## src/design/mem_settings.svh

```systemverilog
/*
 * Memory map and harness settings
 * RAM size, pseudo-peripheral addresses, the pass code and the
 * interrupt id used by the timer.
 */
`ifndef MEM_SETTINGS_SVH
`define MEM_SETTINGS_SVH

// byte address width of the RAM, 16 KiB
`define MEM_RAM_ADDR_WIDTH 14

// pseudo-peripheral addresses
`define MEM_PRINT_ADDR  32'h1000_0000
`define MEM_TIMER_ADDR  32'h1500_0000
`define MEM_STATUS_ADDR 32'h2000_0000
`define MEM_EXIT_ADDR   32'h2000_0004

// value written to the status register by a passing test
`define MEM_PASS_CODE 32'd123456789

`define MEM_TIMER_IRQ_ID 5'd7

`endif

```

## src/design/core_mem_pkg.sv

```systemverilog
/*
 * Core memory types
 * Bus word seen either as a full word or as four byte lanes.
 */
`default_nettype none

package core_mem_pkg;

    // lane[i] is the byte selected by byte enable bit i
    typedef union packed {
        logic [31:0]     word;
        logic [3:0][7:0] lane;
    } bus_word_u;

endpackage

`default_nettype wire

```

## src/design/mem_bus_if.sv

```systemverilog
/*
 * Memory bus port
 * One req/gnt/rvalid request and response port between a master
 * and a slave inside the memory side of the harness.
 */
`timescale 1ns/1ps
`default_nettype none

interface mem_bus_if (
    input wire logic clk_i,
    input wire logic rst_i
);
    logic        req;
    logic [31:0] addr;
    logic        we;
    logic [3:0]  be;
    logic [31:0] wdata;
    logic        gnt;
    logic [31:0] rdata;
    logic        rvalid;

    modport master (output req, addr, we, be, wdata, input gnt, rdata, rvalid);
    modport slave (input req, addr, we, be, wdata, output gnt, rdata, rvalid);

    // a response only ever follows an accepted request by one cycle
    a_rvalid_after_accept: assert property (
        @(posedge clk_i) disable iff (rst_i) rvalid |-> $past(req && gnt)
    );

endinterface

`default_nettype wire

```

## src/design/sim_ctrl_regs.sv

```systemverilog
/*
 * Simulation control registers
 * Print port, test status, exit value and timer load at fixed
 * addresses. Writes become one-cycle pulses or held values, reads
 * return the remaining timer count.
 */
`timescale 1ns/1ps
`default_nettype none
`include "mem_settings.svh"

module sim_ctrl_regs (
    input  wire logic        clk_i,
    input  wire logic        rst_i,
    mem_bus_if.slave         bus,
    output logic             timer_load_o,
    output logic [31:0]      timer_count_o,
    input  wire logic [31:0] timer_remaining_i,
    output logic             print_valid_o,
    output logic [7:0]       print_char_o,
    output logic             tests_passed_o,
    output logic             tests_failed_o,
    output logic             exit_valid_o,
    output logic [31:0]      exit_value_o
);
    import core_mem_pkg::*;

    logic      wr;
    logic      wr_status;
    bus_word_u wdata_w;

    assign bus.gnt   = bus.req;
    assign wr        = bus.req && bus.we;
    assign wr_status = wr && (bus.addr == `MEM_STATUS_ADDR);
    assign wdata_w   = bus.wdata;

    // the timer picks up the load at the end of the accepting cycle
    assign timer_load_o  = wr && (bus.addr == `MEM_TIMER_ADDR);
    assign timer_count_o = bus.wdata;

    always_ff @(posedge clk_i) begin
        if (rst_i) begin
            bus.rvalid     <= 1'b0;
            print_valid_o  <= 1'b0;
            tests_passed_o <= 1'b0;
            tests_failed_o <= 1'b0;
            exit_valid_o   <= 1'b0;
            exit_value_o   <= 32'd0;
        end else begin
            bus.rvalid     <= bus.req;
            print_valid_o  <= wr && (bus.addr == `MEM_PRINT_ADDR);
            tests_passed_o <= wr_status && (bus.wdata == `MEM_PASS_CODE);
            tests_failed_o <= wr_status && (bus.wdata != `MEM_PASS_CODE);
            exit_valid_o   <= wr && (bus.addr == `MEM_EXIT_ADDR);
            if (wr && (bus.addr == `MEM_EXIT_ADDR)) begin
                exit_value_o <= bus.wdata;
            end
        end
    end

    // only the timer has anything to read back
    always_ff @(posedge clk_i) begin
        if (bus.req && !bus.we) begin
            bus.rdata <= (bus.addr == `MEM_TIMER_ADDR) ? timer_remaining_i : 32'd0;
        end
        if (wr && (bus.addr == `MEM_PRINT_ADDR)) begin
            print_char_o <= wdata_w.lane[0];
        end
    end

    a_status_exclusive: assert property (
        @(posedge clk_i) disable iff (rst_i) !(tests_passed_o && tests_failed_o)
    );

endmodule

`default_nettype wire

```

## src/flat_wrapper.sv

```systemverilog
// flat-port wrapper written by rule: the top's interface ports become plain ports
module sim_ctrl_regs_flat import core_mem_pkg::*;
  (clk_i, rst_i, timer_load_o, timer_count_o, timer_remaining_i, print_valid_o, print_char_o, tests_passed_o, tests_failed_o, exit_valid_o, exit_value_o, bus_req, bus_addr, bus_we, bus_be, bus_wdata, bus_gnt, bus_rdata, bus_rvalid);
  mem_bus_if bus_i (.clk_i(clk_i), .rst_i(rst_i));
  input  wire logic clk_i;
  input  wire logic rst_i;
  output logic timer_load_o;
  output logic [31:0] timer_count_o;
  input  wire logic [31:0] timer_remaining_i;
  output logic print_valid_o;
  output logic [7:0] print_char_o;
  output logic tests_passed_o;
  output logic tests_failed_o;
  output logic exit_valid_o;
  output logic [31:0] exit_value_o;
  input wire logic [$bits(bus_i.req)-1:0] bus_req;
  input wire logic [$bits(bus_i.addr)-1:0] bus_addr;
  input wire logic [$bits(bus_i.we)-1:0] bus_we;
  input wire logic [$bits(bus_i.be)-1:0] bus_be;
  input wire logic [$bits(bus_i.wdata)-1:0] bus_wdata;
  output wire logic [$bits(bus_i.gnt)-1:0] bus_gnt;
  output wire logic [$bits(bus_i.rdata)-1:0] bus_rdata;
  output wire logic [$bits(bus_i.rvalid)-1:0] bus_rvalid;
  assign bus_i.req = bus_req;
  assign bus_i.addr = bus_addr;
  assign bus_i.we = bus_we;
  assign bus_i.be = bus_be;
  assign bus_i.wdata = bus_wdata;
  assign bus_gnt = bus_i.gnt;
  assign bus_rdata = bus_i.rdata;
  assign bus_rvalid = bus_i.rvalid;
  sim_ctrl_regs u_core (.clk_i(clk_i), .rst_i(rst_i), .bus(bus_i), .timer_load_o(timer_load_o), .timer_count_o(timer_count_o), .timer_remaining_i(timer_remaining_i), .print_valid_o(print_valid_o), .print_char_o(print_char_o), .tests_passed_o(tests_passed_o), .tests_failed_o(tests_failed_o), .exit_valid_o(exit_valid_o), .exit_value_o(exit_value_o));
endmodule
```

## config.mk

```make
export PLATFORM = sky130hd
export DESIGN_NAME = sim_ctrl_regs_flat
export DESIGN_NICKNAME = d
export VERILOG_FILES = /design/src/design/core_mem_pkg.sv /design/src/design/mem_bus_if.sv /design/src/design/sim_ctrl_regs.sv /design/src/flat_wrapper.sv
export VERILOG_INCLUDE_DIRS = /design/src /design/src/design
export SDC_FILE = /design/constraint.sdc
export NUM_CORES = 1
export LEC_CHECK = 0
export ABC_AREA = 0
export ABC_CLOCK_PERIOD_IN_PS = 5800
export BUFFER_PORTS_ARGS = -buffer_cell sky130_fd_sc_hd__buf_2
export CELL_PAD_IN_SITES_DETAIL_PLACEMENT = 1
export CELL_PAD_IN_SITES_GLOBAL_PLACEMENT = 1
export CORE_MARGIN = 3
export CORE_UTILIZATION = 34
export DETAILED_ROUTE_END_ITERATION = 6
export GPL_TIMING_DRIVEN = 0
export PLACE_DENSITY = 0.95
export SLEW_MARGIN = 20
export SYNTH_ARGS = -nofsm -noshare
export SYNTH_HDL_FRONTEND = slang
export SYNTH_SLANG_ARGS = --single-unit
```

## constraint.sdc

```tcl
create_clock -name clk_i -period 5.8 [get_ports clk_i]
set_input_delay 0 -clock clk_i [delete_from_list [all_inputs] [get_ports clk_i]]
set_output_delay 0 -clock clk_i [all_outputs]
set_load 0.05 [all_outputs]
```

Word level (Yosys, flattened, before mapping)
Index checks and enable logic that the tools add are counted.
- register bits: 77
- input bits: 104
- output and inout port bits: 111
- logic and storage cells: 23
- equal/unequal tests: 6
- reduce and logical (&&, ||, !) cells: 9
- operators by type and width (operator ; count):
    32-bit by 29-bit == test with 1-bit output (second input constant) ; 2
    32-bit by 30-bit == test with 1-bit output (second input constant) ; 2
    32-bit by 27-bit == test with 1-bit output (second input constant) ; 1
    32-bit by 27-bit inequality test with 1-bit output (second input constant) ; 1
    1-bit logical AND ; 8
    1-bit zero test ; 1

Longest topological paths before layout
- depth after elaboration: 3
- depth in mapped cells: 5
- mapped depth without buffers: 4

Worst setup path after synthesis
Ideal clock, no wire load.
- path type: input to register
- start: input bus_we
- end: register u_core.bus.rdata[0], enable pin
- setup time: 0.425 ns
- arrival: 1.452 ns
- data required time: 5.375 ns
- setup slack: 3.922 ns
- cell stages on the path: 1
- buffers on the path: 0
- path through: nor2b_1
- longest elaborated chain between the ends: 2
- RTL lines (what ; RTL line ; RTL):
    start, declared ; flat_wrapper.sv:18 ; input wire logic [$bits(bus_i.we)-1:0] bus_we;
    1-bit zero test ; sim_ctrl_regs.sv:62 ; if (bus.req && !bus.we) begin
    1-bit logical AND ; sim_ctrl_regs.sv:62 ;
    end signal, assigned ; sim_ctrl_regs.sv:63 ; bus.rdata <= (bus.addr == `MEM_TIMER_ADDR) ? timer_remaining_i : 32'd0;
    end, declared ; mem_bus_if.sv:23 ; modport slave (input req, addr, we, be, wdata, output gnt, rdata, rvalid);
No other way between the ends.
A chain may end at the register's enable or synchronous reset.

Final worst setup path
- start: input bus_req
- end: register u_core.print_char_o[1], enable pin
- longest elaborated chain between the ends: 2
- RTL lines (what ; RTL line ; RTL):
    start, declared ; flat_wrapper.sv:16 ; input wire logic [$bits(bus_i.req)-1:0] bus_req;
    1-bit logical AND ; sim_ctrl_regs.sv:32 ; assign wr = bus.req && bus.we;
    1-bit logical AND ; sim_ctrl_regs.sv:65 ; if (wr && (bus.addr == `MEM_PRINT_ADDR)) begin
    end signal, assigned ; sim_ctrl_regs.sv:66 ; print_char_o <= wdata_w.lane[0];
    end, declared ; sim_ctrl_regs.sv:19 ; output logic [7:0] print_char_o,
No other way between the ends.

==> run_results.csv <==
group,metric,value,unit
outcome,status,"complete, no violations",
pwr,p_leak,2.413,nW
routing,drc,0,
yosys,yosysMostFrequentCell,"nand2b_1",
global_routing,antenna_found_initial,2,
worst_hold_path,holdCritPathClass,"input port to flop",
worst_hold_path,whs_path_depth,4,
routing,via_per_inst,4.674,
worst_setup_path,startpoint_type,"input port",
pwr,ir_drop,0.09692,mV
place,port_buffers,209,
cells_and_area,final_util,56.68,%
floorplan,rows,36,
routing,wl_per_cell,19.13,um
sta,fin_tns_setup,0,ns
worst_setup_path,cp.required,5.78,ns
routing,drt_pass1_iterations,4,
global_routing,grt_pass1_wl,20320,um
yosys,syn_nets,396,
pwr,intPower,880.8,uW
cells_and_area,fin_area,5617,um2
routing,drt_iter0_drc,97,
yosys,yosysWarnings,0,
job,drv_cap,0,
global_routing,grt.overflow.total,0,
worst_setup_path,r2r-end,"u_core.exit_value_o[28]$_SDFFE_PP0P_",
pwr,powerDensity,223.1,nW/um2
clock_network,clk_latency,0.34,ns
clock_network,cts.reportedPaths.clkPinSlew,0.08,ns
yosys,synth_adder_area_share,0,%
clock_network,clk_path_buf_depth,2,
floorplan,die_h,107.5,um
sta,setup_violations,0,
worst_setup_path,r2r_slack,5.11,ns
sta,rsz0062_at_grt,"false",
yosys,ys_seq_elements,77,
routing,finalWirelength,13780,um
yosys,synth_top_area_share,34.31,%
floorplan,die_w,107.5,um
pwr,sw_frac_of_total,29.70,%
clock_network,cts_made_buffers,9,
yosys,synth_common_cells,"nand2b_1, edfxtp_1, dfxtp_1",
clock_network,root_buffer,"clkbuf_8",
worst_setup_path,critical_path_class,"input port to flop",
clock_network,postCtsSetupRepairBufs,0,
yosys,avgSynthCellArea,11.99,um2
cells_and_area,drive_above_1_share,46.58,%
worst_hold_path,min_from,"bus_addr[26]",
floorplan,start_util,35.33,%
yosys,yosys.area_share.simple,26.27,%
yosys,synth_top_family_by_area,"simple AND/OR/NAND/NOR gates",
sta,fin_crit_sh,33.65,%
worst_setup_path,crit_arrival,1.93,ns
place,globalplace.congestion,0.7200,
worst_setup_path,reg2reg_depth,2,
yosys,muxShareOfSynthArea,9.149,%
yosys,synth_area_leaders,"edfxtp_1, dfxtp_1, nand2b_1, mux2i_1, buf_4",
clock_network,cts_tree,"built",
yosys,synth-compound-area-share,0,%
sta,slew_violations,0,
yosys,synthCells,292,
global_routing,grt_max_degree,19,
yosys,synth_edf_count,40,
worst_hold_path,hold_end,"u_core.print_valid_o$_SDFF_PP0_",
floorplan,die-area,11550,um2
worst_setup_path,r2r_start,"u_core.exit_value_o[28]$_SDFFE_PP0P_",
routing,num_vias,3365,
worst_setup_path,critPathCaptureType,"flop",
pwr,seq_power_share,46.9,%
sta,max_freq,0.5123,GHz
yosys,synth_top_flop_cell,"edfxtp_1",
sta,fin_crit,1.952,ns
cells_and_area,nNetsFinal,683,
pwr,finalPower,1.253,mW
sta,fin_skew,0,ns
yosys,yosysSeqAreaShare,55.47,%
cells_and_area,areaGrowthSynthToFinish,60.44,%
yosys,synth_area,3501,um2
routing,postRouteAntennaNets,0,
yosys,async_flop_share,0,%
floorplan,core,9910,um2
place,dp.cells,635,
global_routing,grt.total_usage,23.38,%
sta,hold_violations,0,
sta,relSlewSlack,48.60,%
sta,worst_pin_slew,0.7681,ns
place,placed_cell_area,4748,um2
cells_and_area,layout.cells.non_filler,720,
clock_network,clock_sinks,77,
pwr,clock_power_share,33.6,%
worst_setup_path,crit_path_max_fanout,8,
pwr,switchingPower,372.2,uW
clock_network,cts_max_level,3,
yosys,yosys.area.top_type,"edfxtp_1",
global_routing,grt_pass1_vias,3826,
pwr,p_comb_share,19.6,%
yosys,synth_xor_area_share,0,%
yosys,ys_types,27,
place,dp_hpwl,8540,um
floorplan,io_pins,215,
## layout make-up
class,count,area (um2)
diodes,3,7.507
plain buffers,46,319.1
clock buffers,9,123.9
clock inverters,7,76.32
fillers,1139,4293
multi-input cells,169,1247
flip-flops and latches,77,1942
well taps,133,166.4
repair buffers,276,1734
## power groups by stage
stage	registers (mW)	clock network (mW)	logic (mW)
2_1_floorplan	0.643	0	0.0852
3_3_place_gp	0.598	0	0.197
3_5_place_dp	0.598	0	0.205
4_1_cts	0.585	0.421	0.242
5_1_grt	0.588	0.452	0.257
6_report	0.587	0.421	0.245
## critical path, stage by stage
cell           delay, ns
dlygate4sd3_1       0.53
buf_2               0.17
nand2_1             0.09
or3_2               0.52
nor2_1              0.63
## through the flow
step	hold WS (ns)	setup slack, ns
2_1_floorplan	0.09887	3.922
3_3_place_gp	0.2223	3.294
3_5_place_dp	0.2335	3.569
4_1_cts	0.005753	3.818
5_1_grt	0.02366	3.723
6_report	0.03045	3.848
## kinds of logic after synthesis
logic type             after synthesis
buffers and inverters               46
DFF                                 77
and+or+nand+nor                    137
muxes                               32
## layout by cell type (no fill, tap or decap), types with 5 or more instances in the layout
cell	count
buf_2	209
dlygate4sd3_1	66
nand2b_1	64
edfxtp_1	40
dfxtp_1	37
buf_4	33
and2_1	32
mux2i_1	32
clkbuf_1	10
clkbuf_8	9
nor4_2	5
nor3_1	5
## sequential cells by signal (all words and copies together), names as in the netlist
register               count
u_core.print_valid_o       1
u_core.bus.rvalid          1
u_core.bus.rdata          32
u_core.exit_valid_o        1
u_core.tests_passed_o      1
u_core.print_char_o        8
u_core.exit_value_o       32
u_core.tests_failed_o      1
## layer usage
| layer | up-vias | GRT usage (%) | part of all wire [%] |
|---|---|---|---|
| li1 | 1544 | - | - |
| met2 | 139 | 47.63 | 59 |
| met3 | 29 | 4.199 | 5.0 |
| met1 | 1653 | 21.81 | 33 |
| met5 | - | 0 | 0 |
| met4 | 0 | 11.45 | 3.2 |
## worst max path at each step
stage	from	end	slack, ns	cells past startpoint
after detailed placement	bus_addr[13]	u_core.print_char_o[0]$_DFFE_PP_	3.57	5
after CTS	bus_req	u_core.print_char_o[7]$_DFFE_PP_	3.82	5
after floorplan	bus_we	u_core.bus.rdata[0]$_SDFFCE_PP0P_	3.92	1
after global placement	bus_req	u_core.bus.rdata[0]$_SDFFCE_PP0P_	3.29	2
final	bus_req	u_core.print_char_o[1]$_DFFE_PP_	3.85	5
after global routing	bus_req	u_core.print_char_o[7]$_DFFE_PP_	3.72	5
## repair_timing
item                                    CTS  global route
endpoints found under the hold margin    76             0
endpoints found under the setup margin    0             0
hold buffers                             66             0
gates resized for setup                   0             0
Note: power is estimated with default switching activity, not from simulation.
