===== config.mk =====
export PLATFORM = sky130hd
export DESIGN_NAME = timer_irq
export DESIGN_NICKNAME = d
export VERILOG_FILES = /design/src/design/timer_irq.sv
export VERILOG_INCLUDE_DIRS = /design/src /design/src/design
export SDC_FILE = /design/constraint.sdc
export NUM_CORES = 1
export LEC_CHECK = 0
export BUFFER_PORTS_ARGS = -buffer_cell sky130_fd_sc_hd__clkbuf_2
export CORE_UTILIZATION = 35
export CTS_CLUSTER_SIZE = 24
export DETAILED_ROUTE_END_ITERATION = 12
export PLACE_DENSITY = 0.64
export REMOVE_ABC_BUFFERS = 1
export SLEW_MARGIN = 20
export SYNTH_ARGS = -nofsm -noshare
export SYNTH_HDL_FRONTEND = slang
export SYNTH_SLANG_ARGS = --single-unit

===== constraint.sdc =====
create_clock -name clk_i -period 4.05 [get_ports clk_i]
set_input_delay 0.6075 -clock clk_i [delete_from_list [all_inputs] [get_ports clk_i]]
set_output_delay 0.6075 -clock clk_i [all_outputs]
set_load 0.02 [all_outputs]

===== src/design/mem_settings.svh =====
/*
 * Memory map and harness settings
 * RAM size, pseudo-peripheral addresses, the pass code and the
 * interrupt id used by the timer.
 */
`ifndef MEM_SETTINGS_SVH
`define MEM_SETTINGS_SVH

// byte address width of the RAM, 16 KiB
`define MEM_RAM_ADDR_WIDTH 14

// pseudo-peripheral addresses
`define MEM_PRINT_ADDR  32'h1000_0000
`define MEM_TIMER_ADDR  32'h1500_0000
`define MEM_STATUS_ADDR 32'h2000_0000
`define MEM_EXIT_ADDR   32'h2000_0004

// value written to the status register by a passing test
`define MEM_PASS_CODE 32'd123456789

`define MEM_TIMER_IRQ_ID 5'd7

`endif


===== src/design/timer_irq.sv =====
/*
 * Countdown timer
 * Counts a loaded value down to zero and then holds a level interrupt
 * until the core acknowledges the timer id.
 */
`timescale 1ns/1ps
`default_nettype none
`include "mem_settings.svh"

module timer_irq (
    input  wire logic        clk_i,
    input  wire logic        rst_i,
    input  wire logic        load_i,
    input  wire logic [31:0] count_i,
    input  wire logic        irq_ack_i,
    input  wire logic [4:0]  irq_id_i,
    output logic [31:0]      remaining_o,
    output logic             irq_timer_o
);
    logic ack_hit;

    assign ack_hit = irq_ack_i && (irq_id_i == `MEM_TIMER_IRQ_ID);

    // a load restarts the count and drops any pending interrupt, zero just stops
    always_ff @(posedge clk_i) begin
        if (rst_i) begin
            remaining_o <= 32'd0;
            irq_timer_o <= 1'b0;
        end else if (load_i) begin
            remaining_o <= count_i;
            irq_timer_o <= 1'b0;
        end else begin
            if (remaining_o != 32'd0) begin
                remaining_o <= remaining_o - 32'd1;
            end
            if (remaining_o == 32'd1) begin
                irq_timer_o <= 1'b1;
            end else if (ack_hit) begin
                irq_timer_o <= 1'b0;
            end
        end
    end

    a_irq_at_zero: assert property (
        @(posedge clk_i) disable iff (rst_i) $rose(irq_timer_o) |-> (remaining_o == 32'd0)
    );

endmodule

`default_nettype wire


# Word-level counts from Yosys, hierarchy flattened
# Cells that the tools add are included.
# totals
wordCells	14
regBits	33
# classes
reduce_logical	5
n_addsub	1
mux	4
n_eq_ne	2
# ops
cell	count
$mux W32	2
$eq A32 B1 Y1 const B	1
$reduce_bool A32 Y1	1
$sub A32 B1 Y32 const B	1
$eq A5 B3 Y1 const B	1
$reduce_bool A2 Y1	2
$mux W1	2
$reduce_or A2 Y1	1
$logic_and A1 B1 Y1	1

# Depth between registers and ports, before layout
# Gate-level depths: netlist of the first run.
# depth
word_depth	4
mapped_depth	9
depth_no_buf	7

# Worst setup path before layout of the first run
# Ideal clock, no wire load.
# synth_path
path_kind	register -> register
start	register remaining_o[20]
end	register remaining_o[0]
stages_incl_launch_ff	7
synth_period_minus_slack_ps	2384
arrival_ps	2267
path_slack_ps	1666
required_time_ps	3933
n_path_buf	1
cell_sequence	dfxtp_1 -> or4_4 -> or3_1 -> or4_4 -> buf_6 -> xnor2_1 -> a22o_1
# synth_between
elab_chain_len	2
# synth_rtl
item	line	source
start: declaration	timer_irq.sv:17	output logic [31:0] remaining_o,
start signal: assignment	timer_irq.sv:30	remaining_o <= count_i;
start signal: assignment	timer_irq.sv:34	remaining_o <= remaining_o - 32'd1;
$reduce_bool A32 Y1	timer_irq.sv:33	if (remaining_o != 32'd0) begin
$reduce_bool A2 Y1 (no source line)	n/a	
# No other way between the ends.
# A chain may end at the register's enable or synchronous reset.

# Final worst setup path of the first run
# layout_path
start	register remaining_o[8]
end	register remaining_o[21]
# layout_between
elab_chain_len	3
# layout_rtl
item	line	source
$sub A32 B1 Y32	timer_irq.sv:34	
$mux W32	timer_irq.sv:33	
$mux W32	timer_irq.sv:29	end else if (load_i) begin
# Several ways; a longest one is shown, not always the timed one. The select of a mux whose other input is x is not followed.

==> results_dict.tcl, run 1 <==
set metrics [dict create \
    status "complete, no violations" \
    rsz0062_at_grt "no" \
    drt-wirelength-per-cell_microns 13.9 \
    gp_congestion 0.842 \
    insertion_delay_ns 0.28 \
    switching_share_pct 33.4 \
    dieArea_sq_um 5670 \
    drv_slew 0 \
    clkTransAtPathRegs_ns 0.07 \
    drive_above_1_share_pct 33.8 \
    fp.dieW_microns 75.3 \
    die_h_microns 75.3 \
    relSlewSlack_pct 50.0 \
    synth_top_area_share_pct 35.1 \
    core_sq_um 5140 \
    r2r-start "remaining_o[8]" \
    fmax_ghz 0.401 \
    hold_viol 0 \
    post_cts_buffers 0 \
    synthTopCellsByCount "33 x dfxtp_1, 31 x nand2_1, 15 x xnor2_1, 12 x nor2_1, 12 x nor3_1" \
    cp_max_fo 7 \
    start_kind "register" \
    ant_nets 0 \
    tns_ns 0 \
    antenna_cells 0 \
    syn_inst 223 \
    min_period_over_period_pct 61.6 \
    cts_max_path_buffers 2 \
    start_util_pct 36.6 \
    cts_tree "yes" \
    synthFlopType "dfxtp_1" \
    r2r-end "remaining_o[21]" \
    max_cap_viol_count 0 \
    critPathKind "reg2reg" \
    areaGrowthSynthToFinish_pct 26.3 \
    drt-initial-drc-count 128 \
    cts-resized-gates 0 \
    grt_pass1_wl_microns 7990 \
    syn_area_per_cell_sq_um 8.44 \
    whs_endpoint "irq_timer_o" \
    cp-end-kind "register" \
    synth_top_area_cell "dfxtp_1" \
    ys_warn_count 0 \
    synthTopCellsByArea "dfxtp_1 35%, xnor2_1 7.0%, nand2_1 6.2%" \
    combPwrFrac_pct 27.1 \
    switchingPower_mw 0.292 \
    fill_cells 565 \
    ys_async_sr_fraction_pct 0 \
    clock-sinks 33 \
    p_leak_nw 1.01 \
    cts_buffers 5 \
    yosysMostFrequentCell "dfxtp_1" \
    finalSetupViolCount 0 \
    grt_util_all_layers_pct 18.8 \
    ys_types 40 \
    worstMarginPinSlew_ns 0.743 \
    hold_path_class "reg2reg" \
    holdBufCountCts 0 \
    ir_drop_mv 0.130 \
    via_per_inst 5.13 \
    antenna_found_initial 0 \
    worstPathArrival_ns 2.71 \
    intPower_mw 0.583 \
    worst_ep_required_time_ns 4.26 \
    ff2ff_path_depth 5 \
    worstHoldPathCells 2 \
    reg2reg_slack_ns 1.55 \
    hpwl_microns 3920 \
    htreeDepth 2 \
    period_needed_ns 2.50 \
    vias 1878 \
    drt_wl_total_microns 5100 \
    sequentialPowerShare_pct 44.4 \
    io_pins 74 \
    synthesis.area_sq_um 1880 \
    p_per_area_nw_per_um2 368 \
    min-delay-start "irq_timer_o" \
    overflow 0 \
    yosysSeqAreaShare_pct 35.1 \
    grt_max_degree 21 \
    drcViolationCount 0 \
    clockRootBuffer "clkbuf_8" \
    finalPower_mw 0.875 \
    fin_skew_ns 0.00421 \
    firstDrtPassIters 4 \
    synth-edff-count 0 \
    placement.io_buffers 73 \
    synth_seq_cells 33 \
    core.rowCount 26 \
    grt_pass1_vias 1782 \
    num-nets-final 339 \
    clockPowerShare_pct 28.5 \
]
cell usage in the layout, fill, tap and decap left out, drive strengths merged, types with 7 or more instances in the layout:
cell	synthesis	layout
o21ai	19	19
or4	11	11
xnor2	15	15
nor4	12	12
nand3	7	7
nand2	33	33
dfxtp	33	33
nor3	12	12
nor2	12	12
a21oi	10	10
clkbuf	6	80
xor2	9	9
power groups by stage:
stage	sequential (mW)	combinational, mW	clock [mW]
after floorplan	0.418	0.130	0
after global placement	0.395	0.236	0
after detailed placement	0.395	0.237	0
after CTS	0.388	0.238	0.254
after global routing	0.392	0.263	0.264
final	0.389	0.237	0.249
per-layer routing:
metal,track usage (%),routed length (microns),vias to the layer above
met5,0,0,-
li1,-,-,961
met1,25.1,2510,846
met3,5.03,258,8
met4,7.41,112,0
met2,29.1,2220,63
stage by stage:
| step | instance area, sq um | std cells | hold slack (ns) | utilization, % | setup WS (ns) |
|---|---|---|---|---|---|
| floorplan | 1830 | 215 | 0.536 | - | 1.72 |
| global placement | 2290 | 359 | 0.456 | 44.6 | 1.58 |
| detailed placement | 2290 | 359 | 0.465 | 44.6 | 1.59 |
| CTS | 2380 | 366 | 0.475 | 46.3 | 1.57 |
| global route | 2380 | 366 | 0.523 | 46.3 | 1.38 |
| finish | 2380 | 366 | 0.465 | 46.3 | 1.55 |
sequential cells by signal, summed over array words and instances (netlist names):
register     flops
irq_timer_o      1
remaining_o     32
area by class of cell:
cell class	instances	area [sq um]	area share (%)
inverters	3	11.3	0.474
well taps	70	87.6	3.68
clock buffers	7	86.3	3.63
repair buffers	74	373	15.7
multi-input cells	179	1160	48.7
flip-flops and latches	33	661	27.8
worst max-delay path, stage by stage, from the launching register on:
cell,delay (ns)
dfxtp_1,0.39
nor4_1,0.53
nand4_1,0.40
or4_2,0.63
a221o_1,0.35
a21oi_1,0.13
kinds of logic (layout without fill, tap and decap cells):
group | count (synthesis) | in the layout | share of synthesized area (%)
buffers and inverters | 11 | 84 | 3.46
multiplexers | 2 | 2 | 1.06
adder cells (fa/ha/maj) | 2 | 2 | 1.33
AO/OA/AOI/OAI | 42 | 42 | 15.4
XOR/XNOR | 24 | 24 | 11.2
AND/OR/NAND/NOR | 109 | 109 | 32.4
flip-flops | 33 | 33 | 35.1
how the worst max path moves through the flow:
stage                         start               to  slack (ns)
floorplan           remaining_o[20]  remaining_o[17]        1.72
global placement     remaining_o[8]  remaining_o[21]        1.58
detailed placement   remaining_o[8]  remaining_o[21]        1.59
CTS                  remaining_o[8]  remaining_o[21]        1.57
global route         remaining_o[1]  remaining_o[20]        1.38
finish               remaining_o[8]  remaining_o[21]        1.55
(Power assumes the default switching activity.)
==> run 2, diff against run 1 <==
==> constraint.sdc (replaced) <==
create_clock -name clk_i -period 2.5 [get_ports clk_i]
set_input_delay 0.375 -clock clk_i [delete_from_list [all_inputs] [get_ports clk_i]]
set_output_delay 0.375 -clock clk_i [all_outputs]
set_load 0.02 [all_outputs]
==> run 2 against run 1 <==
Die area unchanged. Flip-flop and latch count is the same. Critical path depth unchanged. Wire length is 3.6% higher. Combinational power up 75%. Register-to-register slack lost 1.4 ns. Sequential share of layout area is 1.2 points lower. Clock power is 82% higher. Core utilization increased by 2.1 points. Clock skew up 0.0031 ns.
==> results_dict.tcl, run 2 (synthesis gave the netlist of run 1 again) <==
set metrics [dict create \
    cp_max_fo 5 \
    firstDrtPassIters 4 \
    hold_path_class "in2reg" \
    ant_nets 0 \
    gp_congestion 0.865 \
    vias 1957 \
    drcViolationCount 0 \
    critPathKind "reg2reg" \
    drive_above_1_share_pct 36.7 \
    grt_util_all_layers_pct 19.9 \
    core.rowCount 26 \
    grt_pass1_wl_microns 8420 \
    regArea_sq_um 661 \
    grt_max_degree 20 \
    cts_max_path_buffers 2 \
    hold_viol 0 \
    die_h_microns 75.3 \
    p_per_area_nw_per_um2 601 \
    final_common_cell "clkbuf_2" \
    io_pins 74 \
    drv_slew 0 \
    largest_registers "remaining_o: 32 flops, irq_timer_o: 1 flops" \
    tns_ns 0 \
    relSlewSlack_pct 65.8 \
    ir_drop_mv 0.273 \
    fp.dieW_microns 75.3 \
    clockRootBuffer "clkbuf_8" \
    core_sq_um 5140 \
    period_needed_ns 2.36 \
    hpwl_microns 4040 \
    max_cap_viol_count 0 \
    fin_skew_ns 0.00728 \
    rsz0062_at_grt "no" \
    placement.io_buffers 73 \
    cts_tree "yes" \
    p_leak_nw 1.08 \
    cts_buffers 5 \
    grt_pass1_vias 1834 \
    clock-sinks 33 \
    drt-wirelength-per-cell_microns 14.0 \
    overflow 0 \
    insertion_delay_ns 0.29 \
    finalSetupViolCount 0 \
    worstPathArrival_ns 2.55 \
    status "complete, no violations" \
    clkTransAtPathRegs_ns 0.07 \
    num-nets-final 350 \
    htreeDepth 2 \
    final_cell_mix "73 x clkbuf_2, 33 x dfxtp_1, 31 x nand2_1, 15 x xnor2_1" \
    dieArea_sq_um 5670 \
    drt_wl_total_microns 5280 \
    place_area_sq_um 2370 \
    largest_reg_flops 32 \
    top_register "remaining_o" \
    min_period_over_period_pct 94.4 \
    finalPower_mw 1.49 \
    stdcell_area_sq_um 2480 \
    start_kind "register" \
    worst_ep_required_time_ns 2.69 \
    worstMarginPinSlew_ns 0.508 \
    holdBufCountCts 0 \
    fill_cells 560 \
    antenna_cells 0 \
    via_per_inst 5.18 \
    areaGrowthSynthToFinish_pct 32.0 \
    drt-initial-drc-count 114 \
    cp-end-kind "register" \
    multi_input_area_sq_um 1170 \
    antenna_found_initial 0 \
    fmax_ghz 0.424 \
    start_util_pct 36.6 \
]
==> run 2: cell types whose count changed in the layout (fill, tap and decap cells not counted) <==
cell,before,now
clkbuf_8,6,7
clkinv_2,0,1
nand2_4,1,0
clkbuf_1,1,0
nand2_8,0,1
buf_4,1,12
==> run 2: through the flow <==
stage | hold slack [ns] | std cells | util [%] | setup slack (ns)
finish | 0.281 | 378 | 48.3 | 0.141
global route | 0.286 | 378 | 48.3 | 0.0758
CTS | 0.280 | 378 | 48.2 | 0.0805
floorplan | 0.444 | 215 | - | 0.169
global placement | 0.460 | 370 | 46.2 | 0.150
detailed placement | 0.468 | 370 | 46.2 | 0.0929
==> run 2: where the power goes <==
| group | leakage [nW] | switching (mW) | internal [mW] |
|---|---|---|---|
| logic | 0.751 | 0.234 | 0.179 |
| clock network | 0.0542 | 0.204 | 0.249 |
| registers | 0.273 | 0.0600 | 0.566 |
| total | 1.08 | 0.498 | 0.995 |
==> run 2: final timing paths <==
kind                         from  slack [ns]               to  cells past startpoint
hold reg to reg       irq_timer_o        0.47      irq_timer_o                      2
setup / recovery  remaining_o[25]        0.14   remaining_o[1]                      5
setup reg to reg  remaining_o[25]        0.14   remaining_o[1]                      5
hold / removal        count_i[18]        0.28  remaining_o[18]                      3
==> run 2: routing by layer <==
layer	track usage, %	routed length [microns]	up-vias
met1	26.1	2450	884
li1	-	-	986
met5	0	0	-
met2	32.6	2400	82
met4	7.00	59	0
met3	3.97	379	5
==> run 2: critical path, cell delays in order, from the launching register on <==
cell and delay [ns]:
dfxtp_1 0.35, or4_4 0.57, or3_1 0.35, or4_4 0.63, mux2i_1 0.16, a22o_1 0.20
==> run 2: timing repair <==
| item | CTS | global route |
|---|---|---|
| gates resized for setup | 0 | 1 |
| setup buffers | 0 | 0 |
| setup endpoints to repair | 0 | 2 |
==> run 2: area by class of cell <==
cell class | instances | area share, %
Clock inverter | 1 | 0.202
Clock buffer | 7 | 3.88
Timing Repair Buffer | 85 | 18.3
Tap cell | 70 | 3.53
Sequential cell | 33 | 26.6
Multi-Input combinational cell | 179 | 47.0
Inverter | 3 | 0.453
==> run 3, diff against run 2 <==
--- a/config.mk
+++ b/config.mk
@@ -10,7 +10,7 @@
 export CORE_UTILIZATION = 35
 export CTS_CLUSTER_SIZE = 24
 export DETAILED_ROUTE_END_ITERATION = 12
-export PLACE_DENSITY = 0.64
+export PLACE_DENSITY = 0.66
 export REMOVE_ABC_BUFFERS = 1
 export SLEW_MARGIN = 20
 export SYNTH_ARGS = -nofsm -noshare
==> constraint.sdc (replaced) <==
create_clock -name clk_i -period 2.12 [get_ports clk_i]
set_input_delay 0.318 -clock clk_i [delete_from_list [all_inputs] [get_ports clk_i]]
set_output_delay 0.318 -clock clk_i [all_outputs]
set_load 0.02 [all_outputs]
==> run 3 against run 2 <==
Clock skew fell by 0.0025 ns. Highest routed layer unchanged. Sequential share of layout area fell by 3.0 points. Die area did not move. Largest power group unchanged. The flow now finishes with violations (setup timing).
==> results_dict.tcl, run 3 (synthesis gave the netlist of run 1 again) <==
set metrics [dict create \
    clockRootBuffer "clkbuf_8" \
    cts_tree "yes" \
    drv_slew 0 \
    p_per_area_nw_per_um2 642 \
    finalSetupViolCount 22 \
    hold_path_class "in2reg" \
    p_leak_nw 1.25 \
    placement.io_buffers 73 \
    fill_cells 511 \
    antenna_found_initial 0 \
    worstPathArrival_ns 2.47 \
    ant_nets 0 \
    drcViolationCount 0 \
    cts_max_path_buffers 2 \
    drt_wl_total_microns 5780 \
    worst_ep_required_time_ns 2.30 \
    vias 2121 \
    cp-end-kind "register" \
    dieArea_sq_um 5670 \
    hpwl_microns 4260 \
    top_register "remaining_o" \
    drt-initial-drc-count 118 \
    insertion_delay_ns 0.29 \
    met1_usage_pct 27.7 \
    io_pins 74 \
    overflow 0 \
    clkTransAtPathRegs_ns 0.07 \
    final_common_cell "clkbuf_2" \
    num-nets-final 387 \
    layout.cells.non_filler 415 \
    critPathKind "reg2reg" \
    whs_ns 0.223 \
    grt_busiest_layer "met2" \
    areaGrowthSynthToFinish_pct 48.9 \
    clock-sinks 33 \
    antenna_cells 0 \
    place_area_sq_um 2600 \
    grt_max_degree 21 \
    largest_reg_flops 32 \
    grt_pass1_vias 1886 \
    drt-wirelength-per-cell_microns 13.9 \
    die_h_microns 75.3 \
    relSlewSlack_pct 25.0 \
    violations "setup timing" \
    use_met3_pct 4.37 \
    grt_util_all_layers_pct 20.5 \
    final.setup.worst_slack_ns -0.165 \
    core.rowCount 26 \
    worstMarginPinSlew_ns 1.12 \
    drive_above_1_share_pct 45.2 \
    final_cell_mix "73 x clkbuf_2, 45 x buf_4, 32 x dfxtp_1, 31 x nand2_1, 15 x xnor2_1" \
    rsz0062_at_grt "yes" \
    start_kind "register" \
    holdBufCountCts 0 \
    gp_congestion 0.807 \
    period_needed_ns 2.28 \
    cts_buffers 5 \
    htreeDepth 2 \
    stdcell_area_sq_um 2800 \
    fp.dieW_microns 75.3 \
    fmax_ghz 0.438 \
    start_util_pct 36.6 \
    ir_drop_mv 0.259 \
    status "finished with violations" \
    fin_skew_ns 0.00481 \
    min_period_over_period_pct 108 \
    cp_max_fo 7 \
    hold_viol 0 \
    via_per_inst 5.11 \
    core_sq_um 5140 \
    grt_pass1_wl_microns 8720 \
    largest_registers "remaining_o: 32 flops, irq_timer_o: 1 flops" \
    max_cap_viol_count 0 \
    dp_cells 400 \
    grtUsageMet2_pct 32.8 \
    firstDrtPassIters 4 \
]
[run 3: cell types whose count changed in the layout (fill, tap and decap cells not counted), sizes merged]
cell,previous run,this run
clkinv,1,0
buf,12,46
clkbuf,80,81
nand2,33,36
[run 3: what timing repair did]
action                                 in CTS  in global routing
setup buffers                               0                  4
endpoints found under the hold margin       0                  0
gates resized for setup                     4                 12
gates cloned                                0                  3
setup endpoints to repair                  22                 30
pin swaps                                   1                  5
[run 3: power breakdown]
group	switching (mW)	internal [mW]
registers	0.0440	0.669
logic	0.334	0.293
clock network	0.226	0.233
total	0.604	1.20
[run 3: through the flow]
| stage | setup WS, ns | total power [mW] | util [%] | TNS (ns) |
|---|---|---|---|---|
| after floorplan | -0.211 | 1.05 | - | -3.98 |
| after global placement | -0.159 | 1.31 | 50.6 | -2.77 |
| after detailed placement | -0.196 | 1.32 | 50.6 | -3.17 |
| after CTS | -0.118 | 1.77 | 52.3 | -1.45 |
| after global routing | -0.200 | 1.89 | 54.5 | -3.91 |
| final | -0.165 | 1.80 | 54.5 | -3.23 |
[run 3: path summary, 6_finish.rpt]
path,slack [ns],cells past startpoint,to,start
hold / removal,0.22,3,remaining_o[13],count_i[13]
setup / recovery,-0.16,6,remaining_o[27],remaining_o[20]
hold reg to reg,0.49,2,irq_timer_o,irq_timer_o
setup reg to reg,-0.16,6,remaining_o[27],remaining_o[20]
[run 3: final cells by class]
type / instances / area (sq um) / share of cell area [%]
clock buffer: 8 / 80.1 / 2.86
timing repair buffer: 119 / 714 / 25.5
inverter: 3 / 11.3 / 0.402
multi-input combinational: 182 / 1250 / 44.5
tap: 70 / 87.6 / 3.13
sequential: 33 / 662 / 23.6
[run 3: critical path, cell delays in order (launching register included)]
cell	delay (ns)
dfxtp_2	0.32
or4_4	0.53
or3_4	0.35
or4_4	0.61
buf_4	0.18
nand2_4	0.11
o21ai_2	0.07
[run 3: per-layer routing]
layer,wire (microns),vias to the layer above
li1,-,1063
met1,2760,981
met2,2600,69
met3,327,8
met4,94,0
met5,0,-
